**src/common/conv_pkg.sv**
```systemverilog
package conv_pkg;

	// ~~~~~~~~~~~~~~~~~~~~~~~~~~~~~~~~~~~~~~~~~~~~~~~~~~~~~~~~~~~~
	// data path sizes
	localparam int PIXEL_WIDTH      = 8;
	localparam int WEIGHT_WIDTH     = 8;
	localparam int ACC_WIDTH        = 20;	// holds 9 full-scale products.
	localparam int RESULT_SHIFT     = 4;

	// ~~~~~~~~~~~~~~~~~~~~~~~~~~~~~~~~~~~~~~~~~~~~~~~~~~~~~~~~~~~~
	// image and window geometry
	localparam int IFM_SIZE         = 6;
	localparam int KERNEL_SIZE      = 3;
	localparam int WINDOW_TAPS      = KERNEL_SIZE * KERNEL_SIZE;
	localparam int BUFFER_DEPTH     = (KERNEL_SIZE - 1) * IFM_SIZE + KERNEL_SIZE;
	localparam int COORD_WIDTH      = $clog2(IFM_SIZE);
	localparam int FIRST_SLICE_TAPS = 5;

	// weight port
	localparam int WADDR_WIDTH      = 4;
	localparam int BIAS_ADDR        = 9;

	// output handshake states.
	localparam logic [1:0] OUT_IDLE    = 2'd0;
	localparam logic [1:0] OUT_REQ     = 2'd1;
	localparam logic [1:0] OUT_RELEASE = 2'd2;

endpackage

```
**src/common/window_if.sv**
```systemverilog
interface window_if;

	// tap k = kr*KERNEL_SIZE + kc, top-left pixel is tap 0.
	logic [conv_pkg::WINDOW_TAPS-1:0][conv_pkg::PIXEL_WIDTH-1:0]  taps;
	logic [conv_pkg::WINDOW_TAPS-1:0][conv_pkg::WEIGHT_WIDTH-1:0] weights;	// signed per entry.
	logic                                                         window_valid;
	logic                                                         stall;

	modport buffer (
		output taps,
		output window_valid,
		output stall
	);

	modport mac (
		input taps,
		input weights,
		input window_valid,
		input stall
	);

	modport store (
		output weights
	);

endinterface

```
**src/rtl/window_buffer/window_line_buffer.sv**
```systemverilog
module window_line_buffer (
	input  logic                             clk,
	input  logic                             reset,
	input  logic                             shift,
	input  logic [conv_pkg::PIXEL_WIDTH-1:0] pixel,
	window_if.buffer                         win
);

	logic [conv_pkg::PIXEL_WIDTH-1:0] shift_reg [conv_pkg::BUFFER_DEPTH];
	logic [conv_pkg::COORD_WIDTH-1:0] col_count;
	logic [conv_pkg::COORD_WIDTH-1:0] row_count;
	logic                             window_valid;

	// ~~~~~~~~~~~~~~~~~~~~~~~~~~~~~~~~~~~~~~~~~~~~~~~~~~~~~~~~~~~~
	// pixel shift register, newest pixel at index 0
	always_ff @(posedge clk or posedge reset)
	begin
		if (reset)
		begin
			for (int i = 0; i < conv_pkg::BUFFER_DEPTH; i++)
				shift_reg[i] <= '0;
		end
		else if (shift)
		begin
			shift_reg[0] <= pixel;
			for (int i = 1; i < conv_pkg::BUFFER_DEPTH; i++)
				shift_reg[i] <= shift_reg[i-1];
		end
	end

	// ~~~~~~~~~~~~~~~~~~~~~~~~~~~~~~~~~~~~~~~~~~~~~~~~~~~~~~~~~~~~
	// raster position of the incoming pixel
	always_ff @(posedge clk or posedge reset)
	begin
		if (reset)
		begin
			col_count    <= '0;
			row_count    <= '0;
			window_valid <= 1'b0;
		end
		else
		begin
			window_valid <= shift && (row_count >= conv_pkg::KERNEL_SIZE - 1) &&
				(col_count >= conv_pkg::KERNEL_SIZE - 1);
			if (shift)
			begin
				if (col_count == conv_pkg::IFM_SIZE - 1)
				begin
					col_count <= '0;
					if (row_count == conv_pkg::IFM_SIZE - 1)
						row_count <= '0;	// next frame starts directly.
					else
						row_count <= row_count + 1'b1;
				end
				else
					col_count <= col_count + 1'b1;
			end
		end
	end

	for (genvar kr = 0; kr < conv_pkg::KERNEL_SIZE; kr++)
	begin : g_row
		for (genvar kc = 0; kc < conv_pkg::KERNEL_SIZE; kc++)
		begin : g_col
			assign win.taps[kr*conv_pkg::KERNEL_SIZE + kc] =
				shift_reg[(conv_pkg::KERNEL_SIZE-1-kr)*conv_pkg::IFM_SIZE +
				(conv_pkg::KERNEL_SIZE-1-kc)];
		end
	end

	assign win.window_valid = window_valid;
	assign win.stall        = ~window_valid;

endmodule

```
**src/rtl/pixel_intake.sv**
```systemverilog
module pixel_intake (
	input  logic clk,
	input  logic reset,
	input  logic in_req,
	output logic in_ack,
	input  logic busy,
	output logic shift
);

	// in_ack doubles as the responder state.
	assign shift = in_req && !in_ack && !busy;	// high for the accepting cycle only.

	always_ff @(posedge clk or posedge reset)
	begin
		if (reset)
			in_ack <= 1'b0;
		else if (shift)
			in_ack <= 1'b1;
		else if (!in_req)
			in_ack <= 1'b0;	// source released, close the handshake.
	end

endmodule

```
**src/rtl/kernel_weight_store.sv**
```systemverilog
module kernel_weight_store (
	input  logic                                     clk,
	input  logic                                     reset,
	input  logic                                     weight_we,
	input  logic [conv_pkg::WADDR_WIDTH-1:0]         weight_addr,
	input  logic [conv_pkg::WEIGHT_WIDTH-1:0]        weight_data,
	window_if.store                                  win,
	output logic signed [conv_pkg::WEIGHT_WIDTH-1:0] bias
);

	logic [conv_pkg::WINDOW_TAPS-1:0][conv_pkg::WEIGHT_WIDTH-1:0] weight_regs;

	always_ff @(posedge clk or posedge reset)
	begin
		if (reset)
		begin
			weight_regs <= '0;
			bias        <= '0;
		end
		else if (weight_we)
		begin
			if (weight_addr < conv_pkg::WINDOW_TAPS)
				weight_regs[weight_addr] <= weight_data;
			else if (weight_addr == conv_pkg::BIAS_ADDR)
				bias <= weight_data;
		end
	end

	assign win.weights = weight_regs;

endmodule

```
**src/rtl/partial_mac.sv**
```systemverilog
module partial_mac #(
	parameter int FIRST_TAP = 0,
	parameter int NUM_TAPS  = conv_pkg::FIRST_SLICE_TAPS
) (
	input  logic                                  clk,
	input  logic                                  reset,
	window_if.mac                                 win,
	output logic signed [conv_pkg::ACC_WIDTH-1:0] partial_sum,
	output logic                                  partial_valid
);

	logic signed [conv_pkg::ACC_WIDTH-1:0] slice_sum;

	always_comb
	begin
		slice_sum = '0;
		for (int i = 0; i < NUM_TAPS; i++)
			slice_sum = slice_sum + $signed({1'b0, win.taps[FIRST_TAP+i]}) *
				$signed(win.weights[FIRST_TAP+i]);	// pixel is unsigned.
	end

	always_ff @(posedge clk)
	begin
		if (!win.stall)
			partial_sum <= slice_sum;
	end

	always_ff @(posedge clk or posedge reset)
	begin
		if (reset)
			partial_valid <= 1'b0;
		else
			partial_valid <= win.window_valid;
	end

endmodule

```
**src/rtl/output_stage.sv**
```systemverilog
module output_stage (
	input  logic                                     clk,
	input  logic                                     reset,
	input  logic signed [conv_pkg::ACC_WIDTH-1:0]    partial_a,
	input  logic signed [conv_pkg::ACC_WIDTH-1:0]    partial_b,
	input  logic                                     valid_a,
	input  logic                                     valid_b,
	input  logic signed [conv_pkg::WEIGHT_WIDTH-1:0] bias,
	output logic                                     out_req,
	input  logic                                     out_ack,
	output logic [conv_pkg::PIXEL_WIDTH-1:0]         out_data,
	output logic                                     busy
);

	logic [1:0]                            state;
	logic signed [conv_pkg::ACC_WIDTH-1:0] full_sum;
	logic signed [conv_pkg::ACC_WIDTH-1:0] biased;
	logic [conv_pkg::PIXEL_WIDTH-1:0]      clamped;

	// ~~~~~~~~~~~~~~~~~~~~~~~~~~~~~~~~~~~~~~~~~~~~~~~~~~~~~~~~~~~~
	// combine, scale, bias and ReLU clamp
	always_comb
	begin
		full_sum = partial_a + partial_b;
		biased   = (full_sum >>> conv_pkg::RESULT_SHIFT) + bias;
		if (biased[conv_pkg::ACC_WIDTH-1])
			clamped = '0;	// negative.
		else if (|biased[conv_pkg::ACC_WIDTH-2:conv_pkg::PIXEL_WIDTH])
			clamped = '1;	// saturate at 255.
		else
			clamped = biased[conv_pkg::PIXEL_WIDTH-1:0];
	end

	// ~~~~~~~~~~~~~~~~~~~~~~~~~~~~~~~~~~~~~~~~~~~~~~~~~~~~~~~~~~~~
	// four-phase output FSM
	always_ff @(posedge clk or posedge reset)
	begin
		if (reset)
		begin
			state    <= conv_pkg::OUT_IDLE;
			out_data <= '0;
		end
		else
		begin
			case (state)
				conv_pkg::OUT_IDLE:
				begin
					if (valid_a && valid_b)
					begin
						out_data <= clamped;
						state    <= conv_pkg::OUT_REQ;
					end
				end
				conv_pkg::OUT_REQ:
				begin
					if (out_ack)
						state <= conv_pkg::OUT_RELEASE;
				end
				conv_pkg::OUT_RELEASE:
				begin
					if (!out_ack)
						state <= conv_pkg::OUT_IDLE;
				end
				default:
					state <= conv_pkg::OUT_IDLE;
			endcase
		end
	end

	assign out_req = (state == conv_pkg::OUT_REQ);
	assign busy    = valid_a || valid_b || (state != conv_pkg::OUT_IDLE);	// mac stage or held result.

endmodule

```
**src/rtl/conv_window_top.sv**
```systemverilog
module conv_window_top (
	input  logic                              clk,
	input  logic                              reset,
	input  logic                              in_req,
	input  logic [conv_pkg::PIXEL_WIDTH-1:0]  in_data,
	output logic                              in_ack,
	output logic                              out_req,
	input  logic                              out_ack,
	output logic [conv_pkg::PIXEL_WIDTH-1:0]  out_data,
	input  logic                              weight_we,
	input  logic [conv_pkg::WADDR_WIDTH-1:0]  weight_addr,
	input  logic [conv_pkg::WEIGHT_WIDTH-1:0] weight_data
);

	logic                                   shift;
	logic                                   busy;
	logic signed [conv_pkg::WEIGHT_WIDTH-1:0] bias;
	logic signed [conv_pkg::ACC_WIDTH-1:0]  partial_a;
	logic signed [conv_pkg::ACC_WIDTH-1:0]  partial_b;
	logic                                   valid_a;
	logic                                   valid_b;

	window_if win ();

	pixel_intake pixel_intake_inst (
		.clk    (clk),
		.reset  (reset),
		.in_req (in_req),
		.in_ack (in_ack),
		.busy   (busy),
		.shift  (shift)
	);

	window_line_buffer window_line_buffer_inst (
		.clk   (clk),
		.reset (reset),
		.shift (shift),
		.pixel (in_data),
		.win   (win)
	);

	kernel_weight_store kernel_weight_store_inst (
		.clk         (clk),
		.reset       (reset),
		.weight_we   (weight_we),
		.weight_addr (weight_addr),
		.weight_data (weight_data),
		.win         (win),
		.bias        (bias)
	);

	// ~~~~~~~~~~~~~~~~~~~~~~~~~~~~~~~~~~~~~~~~~~~~~~~~~~~~~~~~~~~~
	// two mac slices over taps 0..4 and 5..8
	partial_mac #(
		.FIRST_TAP (0),
		.NUM_TAPS  (conv_pkg::FIRST_SLICE_TAPS)
	) partial_mac_a_inst (
		.clk           (clk),
		.reset         (reset),
		.win           (win),
		.partial_sum   (partial_a),
		.partial_valid (valid_a)
	);

	partial_mac #(
		.FIRST_TAP (conv_pkg::FIRST_SLICE_TAPS),
		.NUM_TAPS  (conv_pkg::WINDOW_TAPS - conv_pkg::FIRST_SLICE_TAPS)
	) partial_mac_b_inst (
		.clk           (clk),
		.reset         (reset),
		.win           (win),
		.partial_sum   (partial_b),
		.partial_valid (valid_b)
	);

	output_stage output_stage_inst (
		.clk       (clk),
		.reset     (reset),
		.partial_a (partial_a),
		.partial_b (partial_b),
		.valid_a   (valid_a),
		.valid_b   (valid_b),
		.bias      (bias),
		.out_req   (out_req),
		.out_ack   (out_ack),
		.out_data  (out_data),
		.busy      (busy)
	);

endmodule

```
**config.mk**
```make
export PLATFORM = sky130hd
export DESIGN_NAME = conv_window_top
export DESIGN_NICKNAME = d
export VERILOG_FILES = /design/src/common/conv_pkg.sv /design/src/common/window_if.sv /design/src/rtl/window_buffer/window_line_buffer.sv /design/src/rtl/pixel_intake.sv /design/src/rtl/kernel_weight_store.sv /design/src/rtl/partial_mac.sv /design/src/rtl/output_stage.sv /design/src/rtl/conv_window_top.sv
export SDC_FILE = /design/constraint.sdc
export NUM_CORES = 2
export LEC_CHECK = 0
export ABC_AREA = 1
export BUFFER_PORTS_ARGS = -buffer_cell sky130_fd_sc_hd__buf_2
export CAP_MARGIN = 30
export CORE_UTILIZATION = 36
export DETAILED_ROUTE_END_ITERATION = 8
export HOLD_SLACK_MARGIN = 0.05
export MAX_ROUTING_LAYER = met4
export SLEW_MARGIN = 20
export SYNTH_ARGS = -nofsm -noshare
export SYNTH_HDL_FRONTEND = slang
export SYNTH_SLANG_ARGS = --single-unit
```
**constraint.sdc**
```tcl
create_clock -name clk -period 9.05 [get_ports clk]
set_clock_uncertainty 0.15 [all_clocks]
set_input_delay 0.4525 -clock clk [delete_from_list [all_inputs] [get_ports clk]]
set_output_delay 0.4525 -clock clk [all_outputs]
set_load 0.02 [all_outputs]
```
==> metrics.txt <==
non-filler instance count after layout 5793; worst slew pin tran 995 ps; clock-pin transition on the worst setup and hold timing paths 60 ps; Reg2Reg Setup Slack 1580 ps; post-layout min period 7470 ps; Multi-input gate area 23900 sq um; Setup Fix Bufs, Post-CTS 0; dpl hpwl 72600 um; Sequential Area 6680 sq um; most frequent cells in the layout inv_1, nand2_1, ha_1; Area Overhead vs Synth 7.76%; worst r2r src window_line_buffer_inst.win.taps[28]; root buffer selected by CTS clkbuf_16; core area 98300 sq um; Min-Delay Path Class in -> reg; CP endpoint kind register; Seq/Total Area, Yosys 18.7%; latest clock arrival within the worst-skew pair 580 ps; layout cells sized above 1 3.62%; setup violators final 0; grt ovf 0; DRT iter0 DRCs 1628; Synth Area per Inst 7.84 sq um; most used cell, CP fa_1; Layout Nets 5382; EDFF count, synth 40; DRC viols 0; Critical Path Fanout Max 9; CP max stage cell dfrtp_1; Initial Util 36.3%; first-pass GRT wire length 148000 um; Fillers 10164; largest net degree at the start of global routing 150; Final ANT Viol Nets 0; DR vias 27115; Max Clk Rate 134 MHz; reg2reg end partial_mac_a_inst.partial_sum[19]; CTS sink cnt 259; Final period util 82.5%; most common flop cell mapped by yosys dfrtp_1; status finished, final reports clean; max-slew violations 0; Routed Wire Length 90200 um; initial antenna violation count 5; DRT Pass-1 Iters 6; Avg WL per Cell 15.6 um; pre-CTS WS 1580 ps; Synth Net Count 5457; IO buf count 34; TritonCTS clock tree built; GRT Total Usage 19.3%; routability cong. 0.899; CTS Buf Count 37; WHS Path Cells 3; H-tree levels 2; Die Span X 317 um; CP Launch Point window_line_buffer_inst.win.taps[28]; RSZ-0062 raised after global routing false; Via density 4.68; vias in the first global route 27498; synth warn 0; post-synth cell types 44; Worst Reg-to-Reg Cells 27; row cnt 115; Cell Area, Synth 35700 sq um; Placed Cells incl. Taps 5711; die height 317 um; setup ws final 1580 ps; Max-Cap Viols 0; CP arrival 7650 ps; IO Pins 35; #FFs+latches synth 259; Worst EP required 9230 ps; clk buf depth 3; Worst Hold End kernel_weight_store_inst.win.weights[63]; WS Path Type reg -> reg; CP peak stage delay 590 ps; Mapped Cells 4550; Hold Startpoint weight_data[7]; Startpoint Class register; final hold violations 0; Post-synth ARST share 84.6%; Sum Neg Setup Slack 0 ps; relative slew slack 33.6%; die area 100000 sq um; commonest non-fill, non-tap cell in the layout inv_1
## cells in the mapped netlist, types with 4 or more instances
library cell	count	area, sq um
inv_1	1188	4460
nand2_1	1058	3970
ha_1	460	5760
fa_1	422	8450
o21ai_0	247	1240
dfrtp_1	219	5480
a21oi_1	171	856
clkbuf_1	160	601
nor2_1	138	518
xor2_1	107	937
nand3_1	103	515
xnor2_1	58	508
edfxtp_1	40	1200
nand4_1	22	138
nor3_1	17	85.1
o21bai_1	14	105
a31o_2	13	114
a31oi_1	13	81.3
a21o_1	12	90.1
buf_2	12	60.1
nand2_2	11	68.8
clkinv_1	7	26.3
nor4_1	7	43.8
nand3_2	6	60.1
or2_2	6	37.5
and2_1	4	25.0
nor2_2	4	25.0
o21a_1	4	30.0
o31ai_1	4	30.0
## through the flow
| step | hold slack [ps] | util [%] | instance area (sq um) |
|---|---|---|---|
| after detailed placement | 286 | 37.6 | 37000 |
| after CTS | 79.4 | 39.1 | 38400 |
| final | 96.7 | 39.1 | 38500 |
| after floorplan | 264 | - | 35700 |
| after global routing | 101 | 39.1 | 38500 |
| after global placement | 295 | 37.6 | 36900 |
## cells by family (layout without fill, tap and decap cells)
group | Yosys count | count (layout) | share of synthesized area, %
other | 0 | 4 | 0
buffers and inverters | 1370 | 1322 | 14.5
flip-flops | 259 | 259 | 18.7
AND/OR/NAND/NOR | 1384 | 1384 | 15.6
adder cells (fa/ha/maj) | 882 | 882 | 39.8
XOR/XNOR | 165 | 165 | 4.05
AO/OA/AOI/OAI | 489 | 489 | 7.37
multiplexers | 1 | 1 | 0.0316
## worst max path at each step
stage	to	slack, ps	cells past startpoint
floorplan	partial_mac_a_inst.partial_sum[19]	2010	28
global placement	partial_mac_a_inst.partial_sum[19]	1650	27
detailed placement	partial_mac_a_inst.partial_sum[19]	1580	27
CTS	partial_mac_a_inst.partial_sum[19]	1570	27
global route	partial_mac_a_inst.partial_sum[19]	1060	28
finish	partial_mac_a_inst.partial_sum[19]	1580	27
## metal layers
metal / track usage, % / vias up / share of wire, %
li1: - / 13487 / -
met1: 25.1 / 13022 / 46
met2: 30.4 / 459 / 46
met3: 2.80 / 147 / 4.4
met4: 7.36 / 0 / 3.9
met5: - / - / 0
## critical path: cells and delay by family, from the launching register on
family | cells | cell delay, ps
compound gates | 3 | 670
xor+xnor | 2 | 310
fa+ha+maj | 9 | 4180
buf+inv | 6 | 350
flops | 1 | 590
simple gates | 7 | 980
## cell type report
cell class                      instances  share of cell area (%)
Clock buffer                           50                    2.85
Tap cell                             1287                    4.19
Clock inverter                         16                   0.667
Inverter                             1198                    11.7
Timing Repair Buffer                   58                    1.13
Multi-Input combinational cell       2921                    62.0
Sequential cell                       259                    17.4
Antenna cell                            4                  0.0260
## what timing repair did
| item | 4_1_cts | 5_1_grt |
|---|---|---|
| endpoints found under the hold margin | 81 | 0 |
| hold buffers | 11 | 0 |
| gates resized for setup | 0 | 0 |
Power is not shown: default switching activity piles up to over one toggle a cycle in this logic, so the estimate is an artifact.
